[src/rv_pkg.sv]
`default_nettype none

package rv_pkg;

   localparam int XLEN = 32;

   typedef logic [XLEN-1:0] xlen_t;
   typedef logic [4:0]      reg_idx_t;

   // Major opcodes
   localparam logic [6:0] OP_LUI    = 7'b0110111;
   localparam logic [6:0] OP_AUIPC  = 7'b0010111;
   localparam logic [6:0] OP_JAL    = 7'b1101111;
   localparam logic [6:0] OP_JALR   = 7'b1100111;
   localparam logic [6:0] OP_BRANCH = 7'b1100011;
   localparam logic [6:0] OP_LOAD   = 7'b0000011;
   localparam logic [6:0] OP_STORE  = 7'b0100011;
   localparam logic [6:0] OP_IMM    = 7'b0010011;
   localparam logic [6:0] OP_REG    = 7'b0110011;

   ////////////////////////////////////////////////////////////
   // Instruction formats
   ////////////////////////////////////////////////////////////

   typedef struct packed {
      logic [6:0] funct7;
      reg_idx_t   rs2;
      reg_idx_t   rs1;
      logic [2:0] funct3;
      reg_idx_t   rd;
      logic [6:0] opcode;
   } r_fmt_t;

   typedef struct packed {
      logic [11:0] imm;
      reg_idx_t    rs1;
      logic [2:0]  funct3;
      reg_idx_t    rd;
      logic [6:0]  opcode;
   } i_fmt_t;

   typedef struct packed {
      logic [6:0] imm_hi;
      reg_idx_t   rs2;
      reg_idx_t   rs1;
      logic [2:0] funct3;
      logic [4:0] imm_lo;
      logic [6:0] opcode;
   } s_fmt_t;

   typedef struct packed {
      logic       imm12;
      logic [5:0] imm10_5;
      reg_idx_t   rs2;
      reg_idx_t   rs1;
      logic [2:0] funct3;
      logic [3:0] imm4_1;
      logic       imm11;
      logic [6:0] opcode;
   } b_fmt_t;

   typedef struct packed {
      logic [19:0] imm;
      reg_idx_t    rd;
      logic [6:0]  opcode;
   } u_fmt_t;

   typedef struct packed {
      logic       imm20;
      logic [9:0] imm10_1;
      logic       imm11;
      logic [7:0] imm19_12;
      reg_idx_t   rd;
      logic [6:0] opcode;
   } j_fmt_t;

   typedef union packed {
      r_fmt_t r;
      i_fmt_t i;
      s_fmt_t s;
      b_fmt_t b;
      u_fmt_t u;
      j_fmt_t j;
   } instr_u;

   // Compare ops return 0 or 1 in bit 0
   typedef enum logic [3:0] {
      ALU_ADD, ALU_SUB, ALU_SLL, ALU_SLT, ALU_SLTU, ALU_XOR, ALU_SRL, ALU_SRA,
      ALU_OR, ALU_AND, ALU_EQ, ALU_NE, ALU_LT, ALU_GE, ALU_LTU, ALU_GEU
   } alu_op_t;

   typedef enum logic [1:0] {MEM_NOP, MEM_LW, MEM_SW} mem_op_t;

   typedef enum logic [1:0] {WB_ALU, WB_MEM, WB_PC4, WB_IMM} wb_sel_t;

   typedef enum logic [3:0] {
      PC_FETCH, INST_DEC, READ_REGS, ALU_START, WAIT_ALU,
      MEM_OP, WRITEBACK, CALC_NEXT_PC, WAIT_ALU_PC, STORE_ALU_PC
   } stage_t;

endpackage

`default_nettype wire

[src/instr_decoder.sv]
`default_nettype none

module instr_decoder import rv_pkg::*; (
   input  wire logic   clk,
   input  wire logic   store_i,
   input  wire xlen_t  raw_i,
   output instr_u      instr_o,
   output xlen_t       imm_o,
   output xlen_t       imm_next_o
);

   instr_u word;

   assign word = raw_i;

   ////////////////////////////////////////////////////////////
   // Immediate generation
   ////////////////////////////////////////////////////////////

   always_comb begin
      case (word.r.opcode)
         OP_LUI, OP_AUIPC: begin
            imm_next_o = {word.u.imm, 12'b0};
         end
         OP_JAL: begin
            imm_next_o = {{12{word.j.imm20}}, word.j.imm19_12, word.j.imm11,
                          word.j.imm10_1, 1'b0};
         end
         OP_BRANCH: begin
            imm_next_o = {{20{word.b.imm12}}, word.b.imm11, word.b.imm10_5,
                          word.b.imm4_1, 1'b0};
         end
         OP_STORE: begin
            imm_next_o = {{20{word.s.imm_hi[6]}}, word.s.imm_hi, word.s.imm_lo};
         end
         // I format for loads, JALR and OP-IMM
         default: begin
            imm_next_o = {{20{word.i.imm[11]}}, word.i.imm};
         end
      endcase
   end

   always_ff @(posedge clk) begin
      if (store_i) begin
         instr_o <= word;
         imm_o   <= imm_next_o;
      end
   end

endmodule

`default_nettype wire

[src/control_unit.sv]
`default_nettype none

module control_unit import rv_pkg::*; (
   input  wire logic   clk,
   input  wire logic   decode_i,
   input  wire instr_u instr_i,
   output reg_idx_t    rs1_o,
   output reg_idx_t    rs2_o,
   output reg_idx_t    rd_o,
   output alu_op_t     alu_op_o,
   output logic        alu_from_pc_o,
   output logic        alu_from_imm_o,
   output logic        reg_write_o,
   output wb_sel_t     wb_sel_o,
   output mem_op_t     mem_op_o,
   output logic        is_jal_o,
   output logic        is_jalr_o,
   output logic        is_branch_o,
   output logic        invalid_o
);

   alu_op_t    alu_op;
   logic       from_pc;
   logic       from_imm;
   logic       reg_write;
   wb_sel_t    wb_sel;
   mem_op_t    mem_op;
   logic       is_jal;
   logic       is_jalr;
   logic       is_branch;
   logic       invalid;
   logic [2:0] f3;
   logic       alt;
   logic       is_reg;

   assign f3     = instr_i.r.funct3;
   assign alt    = (instr_i.r.funct7 == 7'b0100000);
   assign is_reg = (instr_i.r.opcode == OP_REG);

   always_comb begin
      alu_op    = ALU_ADD;
      from_pc   = 1'b0;
      from_imm  = 1'b0;
      reg_write = 1'b0;
      wb_sel    = WB_ALU;
      mem_op    = MEM_NOP;
      is_jal    = 1'b0;
      is_jalr   = 1'b0;
      is_branch = 1'b0;
      invalid   = 1'b0;
      case (instr_i.r.opcode)
         OP_LUI: begin
            reg_write = 1'b1;
            wb_sel    = WB_IMM;
         end
         OP_AUIPC: begin
            from_pc   = 1'b1;
            from_imm  = 1'b1;
            reg_write = 1'b1;
         end
         OP_JAL: begin
            from_pc   = 1'b1;
            from_imm  = 1'b1;
            reg_write = 1'b1;
            wb_sel    = WB_PC4;
            is_jal    = 1'b1;
         end
         OP_JALR: begin
            from_imm  = 1'b1;
            reg_write = 1'b1;
            wb_sel    = WB_PC4;
            is_jalr   = 1'b1;
            invalid   = (f3 != 3'b000);
         end
         OP_BRANCH: begin
            is_branch = 1'b1;
            case (f3)
               3'b000:  alu_op = ALU_EQ;
               3'b001:  alu_op = ALU_NE;
               3'b100:  alu_op = ALU_LT;
               3'b101:  alu_op = ALU_GE;
               3'b110:  alu_op = ALU_LTU;
               3'b111:  alu_op = ALU_GEU;
               default: invalid = 1'b1;
            endcase
         end
         OP_LOAD: begin
            from_imm  = 1'b1;
            reg_write = 1'b1;
            wb_sel    = WB_MEM;
            mem_op    = MEM_LW;
            invalid   = (f3 != 3'b010);
         end
         OP_STORE: begin
            from_imm = 1'b1;
            mem_op   = MEM_SW;
            invalid  = (f3 != 3'b010);
         end
         OP_IMM, OP_REG: begin
            from_imm  = !is_reg;
            reg_write = 1'b1;
            unique case (f3)
               3'b000: alu_op = (alt && is_reg) ? ALU_SUB : ALU_ADD;
               3'b001: alu_op = ALU_SLL;
               3'b010: alu_op = ALU_SLT;
               3'b011: alu_op = ALU_SLTU;
               3'b100: alu_op = ALU_XOR;
               3'b101: alu_op = alt ? ALU_SRA : ALU_SRL;
               3'b110: alu_op = ALU_OR;
               3'b111: alu_op = ALU_AND;
            endcase
            // funct7 only decoded for register ops and immediate shifts
            if ((is_reg || f3 == 3'b001 || f3 == 3'b101) &&
                instr_i.r.funct7 != 7'b0 &&
                !(alt && (f3 == 3'b101 || (is_reg && f3 == 3'b000)))) begin
               invalid = 1'b1;
            end
         end
         default: invalid = 1'b1;
      endcase
      if (invalid) begin
         reg_write = 1'b0;
         mem_op    = MEM_NOP;
      end
   end

   always_ff @(posedge clk) begin
      if (decode_i) begin
         rs1_o          <= instr_i.r.rs1;
         rs2_o          <= instr_i.r.rs2;
         rd_o           <= instr_i.r.rd;
         alu_op_o       <= alu_op;
         alu_from_pc_o  <= from_pc;
         alu_from_imm_o <= from_imm;
         reg_write_o    <= reg_write;
         wb_sel_o       <= wb_sel;
         mem_op_o       <= mem_op;
         is_jal_o       <= is_jal;
         is_jalr_o      <= is_jalr;
         is_branch_o    <= is_branch;
         invalid_o      <= invalid;
      end
   end

endmodule

`default_nettype wire

[src/reg_file.sv]
`default_nettype none

module reg_file import rv_pkg::*; (
   input  wire logic     clk,
   input  wire reg_idx_t rs1_i,
   input  wire reg_idx_t rs2_i,
   input  wire reg_idx_t rd_i,
   input  wire logic     we_i,
   input  wire xlen_t    wdata_i,
   output xlen_t         rdata1_o,
   output xlen_t         rdata2_o
);

   // x0 has no storage
   xlen_t regs [1:31];

   assign rdata1_o = (rs1_i == 5'd0) ? '0 : regs[rs1_i];
   assign rdata2_o = (rs2_i == 5'd0) ? '0 : regs[rs2_i];

   always_ff @(posedge clk) begin
      if (we_i && rd_i != 5'd0) begin
         regs[rd_i] <= wdata_i;
      end
   end

endmodule

`default_nettype wire

[src/alu.sv]
`default_nettype none

module alu import rv_pkg::*; (
   input  wire logic    clk,
   input  wire logic    rst,
   input  wire logic    start_i,
   input  wire alu_op_t op_i,
   input  wire xlen_t   a_i,
   input  wire xlen_t   b_i,
   output logic         done_o,
   output xlen_t        result_o
);

   xlen_t      comb_result;
   xlen_t      shifted;
   alu_op_t    shift_op;
   logic [4:0] count;
   logic       busy;
   logic       is_shift;

   assign is_shift = (op_i == ALU_SLL) || (op_i == ALU_SRL) || (op_i == ALU_SRA);

   always_comb begin
      case (op_i)
         ALU_SUB:  comb_result = a_i - b_i;
         ALU_SLT,
         ALU_LT:   comb_result = {31'b0, $signed(a_i) < $signed(b_i)};
         ALU_SLTU,
         ALU_LTU:  comb_result = {31'b0, a_i < b_i};
         ALU_XOR:  comb_result = a_i ^ b_i;
         ALU_OR:   comb_result = a_i | b_i;
         ALU_AND:  comb_result = a_i & b_i;
         ALU_EQ:   comb_result = {31'b0, a_i == b_i};
         ALU_NE:   comb_result = {31'b0, a_i != b_i};
         ALU_GE:   comb_result = {31'b0, $signed(a_i) >= $signed(b_i)};
         ALU_GEU:  comb_result = {31'b0, a_i >= b_i};
         default:  comb_result = a_i + b_i;
      endcase
   end

   // One bit per cycle
   always_comb begin
      case (shift_op)
         ALU_SLL: shifted = {result_o[30:0], 1'b0};
         ALU_SRL: shifted = {1'b0, result_o[31:1]};
         default: shifted = {result_o[31], result_o[31:1]};
      endcase
   end

   always_ff @(posedge clk) begin
      if (rst) begin
         done_o <= 1'b0;
         busy   <= 1'b0;
      end else begin
         done_o <= 1'b0;
         if (start_i) begin
            busy   <= is_shift && (b_i[4:0] != 5'd0);
            done_o <= !is_shift || (b_i[4:0] == 5'd0);
         end else if (busy && count == 5'd1) begin
            busy   <= 1'b0;
            done_o <= 1'b1;
         end
      end
   end

   always_ff @(posedge clk) begin
      if (start_i) begin
         result_o <= is_shift ? a_i : comb_result;
         count    <= b_i[4:0];
         shift_op <= op_i;
      end else if (busy) begin
         result_o <= shifted;
         count    <= count - 5'd1;
      end
   end

endmodule

`default_nettype wire

[src/multicycle.sv]
`default_nettype none

module multicycle import rv_pkg::*; #(
   parameter xlen_t RESET_PC    = 32'h0000_0000,
   parameter xlen_t TRAP_VECTOR = 32'h0000_0100
) (
   input  wire logic   clk,
   input  wire logic   rst,
   output mem_op_t     mem_op_o,
   output xlen_t       mem_addr_o,
   output xlen_t       mem_wdata_o,
   input  wire xlen_t  mem_rdata_i,
   output xlen_t       pc_o,
   output logic        exception_o
);

   stage_t   stage_reg;
   stage_t   stage_next;
   xlen_t    pc_reg;
   xlen_t    pc_next;
   instr_u   fetch_word;
   logic     decode;
   xlen_t    imm;

   reg_idx_t rs1;
   reg_idx_t rs2;
   reg_idx_t rd;
   alu_op_t  ctl_alu_op;
   logic     ctl_from_pc;
   logic     ctl_from_imm;
   logic     ctl_reg_write;
   wb_sel_t  ctl_wb_sel;
   mem_op_t  ctl_mem_op;
   logic     ctl_is_jal;
   logic     ctl_is_jalr;
   logic     ctl_is_branch;
   logic     ctl_invalid;

   logic     rf_we;
   xlen_t    rf_wdata;
   xlen_t    rdata1;
   xlen_t    rdata2;

   alu_op_t  alu_op;
   xlen_t    alu_a;
   xlen_t    alu_b;
   logic     alu_start;
   logic     alu_done;
   xlen_t    alu_result;
   xlen_t    jump_target;
   logic     data_misaligned;

   assign pc_o       = pc_reg;
   assign fetch_word = mem_rdata_i;

   instr_decoder u_dec (
      .clk,
      .store_i    (decode),
      .raw_i      (mem_rdata_i),
      .instr_o    (),
      .imm_o      (imm),
      .imm_next_o ()
   );

   control_unit u_ctl (
      .clk,
      .decode_i       (decode),
      .instr_i        (fetch_word),
      .rs1_o          (rs1),
      .rs2_o          (rs2),
      .rd_o           (rd),
      .alu_op_o       (ctl_alu_op),
      .alu_from_pc_o  (ctl_from_pc),
      .alu_from_imm_o (ctl_from_imm),
      .reg_write_o    (ctl_reg_write),
      .wb_sel_o       (ctl_wb_sel),
      .mem_op_o       (ctl_mem_op),
      .is_jal_o       (ctl_is_jal),
      .is_jalr_o      (ctl_is_jalr),
      .is_branch_o    (ctl_is_branch),
      .invalid_o      (ctl_invalid)
   );

   reg_file u_rf (
      .clk,
      .rs1_i    (rs1),
      .rs2_i    (rs2),
      .rd_i     (rd),
      .we_i     (rf_we),
      .wdata_i  (rf_wdata),
      .rdata1_o (rdata1),
      .rdata2_o (rdata2)
   );

   alu u_alu (
      .clk,
      .rst,
      .start_i  (alu_start),
      .op_i     (alu_op),
      .a_i      (alu_a),
      .b_i      (alu_b),
      .done_o   (alu_done),
      .result_o (alu_result)
   );

   ////////////////////////////////////////////////////////////
   // Trap detection and writeback source
   ////////////////////////////////////////////////////////////

   assign data_misaligned = (ctl_mem_op != MEM_NOP) && (alu_result[1:0] != 2'b00);
   assign jump_target     = ctl_is_jalr ? {alu_result[31:1], 1'b0} : alu_result;

   always_comb begin
      case (ctl_wb_sel)
         WB_MEM:  rf_wdata = mem_rdata_i;
         WB_PC4:  rf_wdata = pc_reg + 32'd4;
         WB_IMM:  rf_wdata = imm;
         default: rf_wdata = alu_result;
      endcase
   end

   always_ff @(posedge clk) begin
      if (rst) begin
         stage_reg <= PC_FETCH;
         pc_reg    <= RESET_PC;
      end else begin
         stage_reg <= stage_next;
         if (stage_next == PC_FETCH) begin
            pc_reg <= pc_next;
         end
      end
   end

   ////////////////////////////////////////////////////////////
   // Stage FSM
   ////////////////////////////////////////////////////////////

   always_comb begin
      stage_next  = stage_reg;
      pc_next     = pc_reg;
      mem_op_o    = MEM_NOP;
      mem_addr_o  = '0;
      mem_wdata_o = '0;
      alu_op      = ALU_ADD;
      alu_a       = '0;
      alu_b       = '0;
      alu_start   = 1'b0;
      rf_we       = 1'b0;
      decode      = 1'b0;
      exception_o = 1'b0;
      case (stage_reg)
         PC_FETCH: begin
            mem_addr_o = pc_reg;
            mem_op_o   = MEM_LW;
            stage_next = INST_DEC;
         end
         INST_DEC: begin
            mem_addr_o = pc_reg;
            mem_op_o   = MEM_LW;
            decode     = 1'b1;
            stage_next = READ_REGS;
         end
         READ_REGS: begin
            stage_next = ctl_invalid ? CALC_NEXT_PC : ALU_START;
         end
         ALU_START: begin
            alu_op     = ctl_alu_op;
            alu_a      = ctl_from_pc ? pc_reg : rdata1;
            alu_b      = ctl_from_imm ? imm : rdata2;
            alu_start  = 1'b1;
            stage_next = WAIT_ALU;
         end
         WAIT_ALU: begin
            if (alu_done) begin
               stage_next = MEM_OP;
            end
         end
         MEM_OP: begin
            mem_addr_o  = alu_result;
            mem_wdata_o = rdata2;
            if (data_misaligned) begin
               exception_o = 1'b1;
            end else begin
               mem_op_o   = ctl_mem_op;
               stage_next = ctl_reg_write ? WRITEBACK : CALC_NEXT_PC;
            end
         end
         WRITEBACK: begin
            rf_we      = 1'b1;
            stage_next = CALC_NEXT_PC;
         end
         CALC_NEXT_PC: begin
            if (ctl_invalid) begin
               exception_o = 1'b1;
            end else if (ctl_is_jal || ctl_is_jalr) begin
               exception_o = jump_target[1];
               pc_next     = jump_target;
               stage_next  = PC_FETCH;
            end else if (ctl_is_branch && alu_result[0]) begin
               // PC is aligned, so only the offset can misalign the target
               exception_o = imm[1];
               alu_a       = pc_reg;
               alu_b       = imm;
               alu_start   = !imm[1];
               stage_next  = WAIT_ALU_PC;
            end else begin
               alu_a      = pc_reg;
               alu_b      = 32'd4;
               alu_start  = 1'b1;
               stage_next = WAIT_ALU_PC;
            end
         end
         WAIT_ALU_PC: begin
            if (alu_done) begin
               stage_next = STORE_ALU_PC;
            end
         end
         STORE_ALU_PC: begin
            pc_next    = alu_result;
            stage_next = PC_FETCH;
         end
         default: stage_next = PC_FETCH;
      endcase
      if (exception_o) begin
         pc_next    = TRAP_VECTOR;
         stage_next = PC_FETCH;
      end
   end

endmodule

`default_nettype wire

[config.mk]
export PLATFORM = sky130hd
export DESIGN_NAME = multicycle
export DESIGN_NICKNAME = d
export VERILOG_FILES = /design/src/rv_pkg.sv /design/src/instr_decoder.sv /design/src/control_unit.sv /design/src/reg_file.sv /design/src/alu.sv /design/src/multicycle.sv
export SDC_FILE = /design/constraint.sdc
export NUM_CORES = 2
export LEC_CHECK = 0
export BUFFER_PORTS_ARGS = -buffer_cell sky130_fd_sc_hd__buf_4
export CORE_ASPECT_RATIO = 2
export CORE_MARGIN = 1
export CORE_UTILIZATION = 45
export CTS_BUF_LIST = sky130_fd_sc_hd__clkbuf_8
export CTS_CLUSTER_SIZE = 25
export DETAILED_ROUTE_END_ITERATION = 12
export HOLD_SLACK_MARGIN = 0.02
export PLACE_DENSITY = 0.63
export SETUP_SLACK_MARGIN = 0.02
export SYNTH_ARGS = -nofsm -noshare
export SYNTH_HDL_FRONTEND = slang
export SYNTH_HIERARCHICAL = 1
export SYNTH_SLANG_ARGS = --single-unit
[constraint.sdc]
create_clock -name clk -period 19.6 [get_ports clk]
set_input_delay 1.96 -clock clk [delete_from_list [all_inputs] [get_ports clk]]
set_output_delay 1.96 -clock clk [all_outputs]
set_load 0.05 [all_outputs]
==> impl_results.rst <==
.. list-table::
   :header-rows: 1

   * - Metric
     - Value
   * - Share of the cycle needed by the critical path after routing
     - 45.6%
   * - Layout overhead on the synthesized area
     - 9.81%
   * - CTS tree
     - yes
   * - Sequential fraction of design power
     - 46.9%
   * - Core Box Area
     - 134000 sq um
   * - Cell Area, Synth
     - 60600 sq um
   * - DP Wirelength
     - 150000 um
   * - Beginning of the worst hold path
     - pc_o[31]$_SDFFE_PP0P_
   * - Commonest non-fill, non-tap cell in the layout
     - sky130_fd_sc_hd__edfxtp_1
   * - Clock power frac
     - 30.9%
   * - Antenna-violating nets left
     - 0
   * - NumNets Final
     - 4498
   * - Crit path cell chain
     - buf_4 -> buf_4 -> buf_4 -> buf_4 -> mux4_2 -> mux2_2 -> nand2_1 -> nand4_1 -> a22o_1 -> inv_1 -> ha_1 -> nand2b_1 -> a21oi_1 -> o21ai_0 -> a21oi_1 -> o21ai_0 -> o31ai_1 -> a21oi_1 -> xnor2_1 -> a211oi_1 -> o22ai_1
   * - Critical-path cell with the highest stage delay
     - sky130_fd_sc_hd__a21oi_1
   * - Gr ovfl total
     - 0
   * - Highest-count cells in the layout ignoring fill and taps
     - sky130_fd_sc_hd__edfxtp_1, sky130_fd_sc_hd__mux4_2, sky130_fd_sc_hd__mux2i_1
   * - GRT Overall Usage
     - 34.3%
   * - Maximum number of pins on one net before global-route repair
     - 122
   * - Remaining design rule violation count
     - 0
   * - Max-slew headroom at the worst pin
     - 7.03%
   * - Maximum level of the CTS H-tree
     - 4
   * - Internal
     - 4.14 mW
   * - Area occupied by multi-input gates
     - 25300 sq um
   * - Leakage power summed over all cells
     - 22.6 nW
   * - Clock-pin slew reported for the worst setup and hold paths after clock tree synthesis
     - 0.09 ns
   * - Data arrival, critical path
     - 9.55 ns
   * - Number of cells produced by synthesis
     - 4269
   * - Via density per instance
     - 6.94
   * - Clock net sink count
     - 1133
   * - Status
     - finished clean
   * - Worst path max stage delay
     - 0.93 ns
   * - Path class of the lowest-slack min-delay path
     - register to register
   * - Share of post-route cells with drive strength above 1
     - 22.0%
   * - Vias after detailed routing
     - 43200
   * - Chip Width
     - 262 um
   * - Initial core utilization
     - 45.3%
   * - Overall routed net length
     - 234000 um
   * - Hold-critical path depth
     - 2
   * - Register containing the most flip-flops in the final layout
     - u_rf/regs
   * - RR Endpoint
     - u_alu/result_o[26]$_DFFE_PP_
   * - Total CTS buffers
     - 163
   * - Power density relative to cell area
     - 90.2 nW/um^2
   * - Total of max-cap violations
     - 0
   * - Number of flip-flops in the largest register
     - 992
   * - Clk root buf
     - sky130_fd_sc_hd__clkbuf_8
   * - IR Drop Worst-Case VDD
     - 57.2 uV
   * - Depth of the most critical reg-to-reg path
     - 21
   * - Resize count post-CTS
     - 0
   * - Power after layout
     - 6.01 mW
   * - Post-detailed-route wirelength per cell
     - 37.7 um
   * - Final slew viol count
     - 0
   * - Vertical extent of the die
     - 521 um
   * - Site row count
     - 190
   * - Share of power burned in combinational logic
     - 22.2%
   * - Global-route wire length before repair
     - 323000 um
   * - Worst endpoint required time
     - 20.21 ns
   * - Setup fix buffers added after clock tree synthesis
     - 0
   * - Min-Delay Endpoint
     - pc_o[31]$_SDFFE_PP0P_
   * - Setup clock skew after layout
     - 0.102 ns
   * - Crit start category
     - register
   * - Switching component of the power
     - 1.87 mW
   * - Worst-Skew Late Latency
     - 0.92 ns
   * - Count of input and output buffers
     - 132
   * - Last weighted congestion value of the routability-driven placer
     - 1.03
   * - Worst-case register-to-register setup slack
     - 10.66 ns
   * - Count of cell instances traversed by the critical path
     - 21
   * - Worst flop-to-flop path startpoint
     - u_ctl/rs2_o[0]$_DFFE_PP_
   * - Number of DRC markers after the initial detailed-route iteration
     - 5221
   * - Maximum achievable frequency
     - 112 MHz
   * - Yosys warnings
     - 6
   * - CP most frequent cell
     - sky130_fd_sc_hd__buf_4
   * - Number of buffers and inverters on the critical path
     - 5
   * - Setup CP Type
     - register to register
   * - Hold Vio Cnt, Final
     - 0
   * - Min Tclk post-route
     - 8.94 ns
   * - Synthesized area divided by synthesized cell count
     - 14.2 sq um
   * - # setup viols final
     - 0
   * - Area taken by flip-flops and latches
     - 33600 sq um
   * - Endpoint type of the worst setup path
     - register
   * - Number of hold-repair buffers added at the cts stage
     - 0
   * - Overall die area
     - 136000 sq um
   * - Buffer levels on the longest clock path
     - 4
   * - Antenna violations before repair
     - 19
   * - Number of global-route vias before repair
     - 43800
   * - Detailed-router iteration count before antenna repair
     - 7
   * - Post-synthesis net count
     - 4404
   * - Largest fanout on the critical path
     - 46
   * - Total negative setup slack
     - 0 ns
   * - Switching portion of total power
     - 31.1%
   * - Transition at the pin with the smallest max-transition slack
     - 1.39 ns
   * - Setup repair after global routing missed its margin
     - false
   * - Count of fill cells added during filler insertion
     - 11500
   * - Number of ports placed on the die boundary
     - 133
   * - Largest delay share family, worst path
     - compound AO/OA/AOI/OAI gates
-- worst max path at each step --
stage                              from                              to
6_report       u_ctl/rs2_o[0]$_DFFE_PP_    u_alu/result_o[26]$_DFFE_PP_
5_1_grt        u_ctl/rs2_o[0]$_DFFE_PP_    u_alu/result_o[26]$_DFFE_PP_
4_1_cts        u_ctl/rs2_o[0]$_DFFE_PP_    u_alu/result_o[26]$_DFFE_PP_
3_5_place_dp   u_ctl/rs2_o[0]$_DFFE_PP_    u_alu/result_o[26]$_DFFE_PP_
3_3_place_gp   u_ctl/rs2_o[0]$_DFFE_PP_    u_alu/result_o[26]$_DFFE_PP_
2_1_floorplan   stage_reg[2]$_SDFF_PP0_  u_ctl/alu_from_imm_o$_DFFE_PP_
-- layout make-up --
class	count	area share, %
inverters	113	0.637
clock inverters	115	1.08
clock buffers	166	3.43
diodes	13	0.0488
repair buffers	261	3.02
well taps	1728	3.25
flip-flops and latches	1133	50.5
multi-input cells	2691	38.0
-- tightest hold or removal path, delay by kind of cell, from the launching register on --
| family | cells | cell delay (ns) |
|---|---|---|
| DFF | 1 | 0.37 |
| AOI/OAI and AO/OA | 1 | 0.06 |
| and+or+nand+nor | 1 | 0.08 |
-- stage by stage --
step / instance area [sq um] / cells / hold slack [ns] / utilization, % / setup WS, ns
4_1_cts: 66500 / 6206 / 0.552 / 49.7 / 11.25
3_3_place_gp: 63500 / 5925 / 0.533 / 47.5 / 11.36
2_1_floorplan: 60600 / 4269 / 0.537 / - / 14.12
6_report: 66600 / 6220 / 0.554 / 49.8 / 10.66
5_1_grt: 66600 / 6208 / 0.574 / 49.7 / 10.52
3_5_place_dp: 63500 / 5925 / 0.536 / 47.5 / 11.28
-- metal layers --
| layer | share of wire [%] | track usage, % | wire (um) |
|---|---|---|---|
| met5 | 0.053 | 0 | 125 |
| met1 | 31 | 35.1 | 72300 |
| met2 | 50 | 57.7 | 116000 |
| met4 | 10 | 30.6 | 24200 |
| met3 | 9.2 | 8.40 | 21600 |
-- power by group through the flow --
stage               combinational [mW]  sequential (mW)  clock [mW]
floorplan                        0.857             2.85           0
global placement                  1.27             2.87           0
detailed placement                1.28             2.87           0
CTS                               1.28             2.82        1.87
global route                      1.37             2.82        1.95
finish                            1.33             2.82        1.86
(Power assumes the default switching activity.)
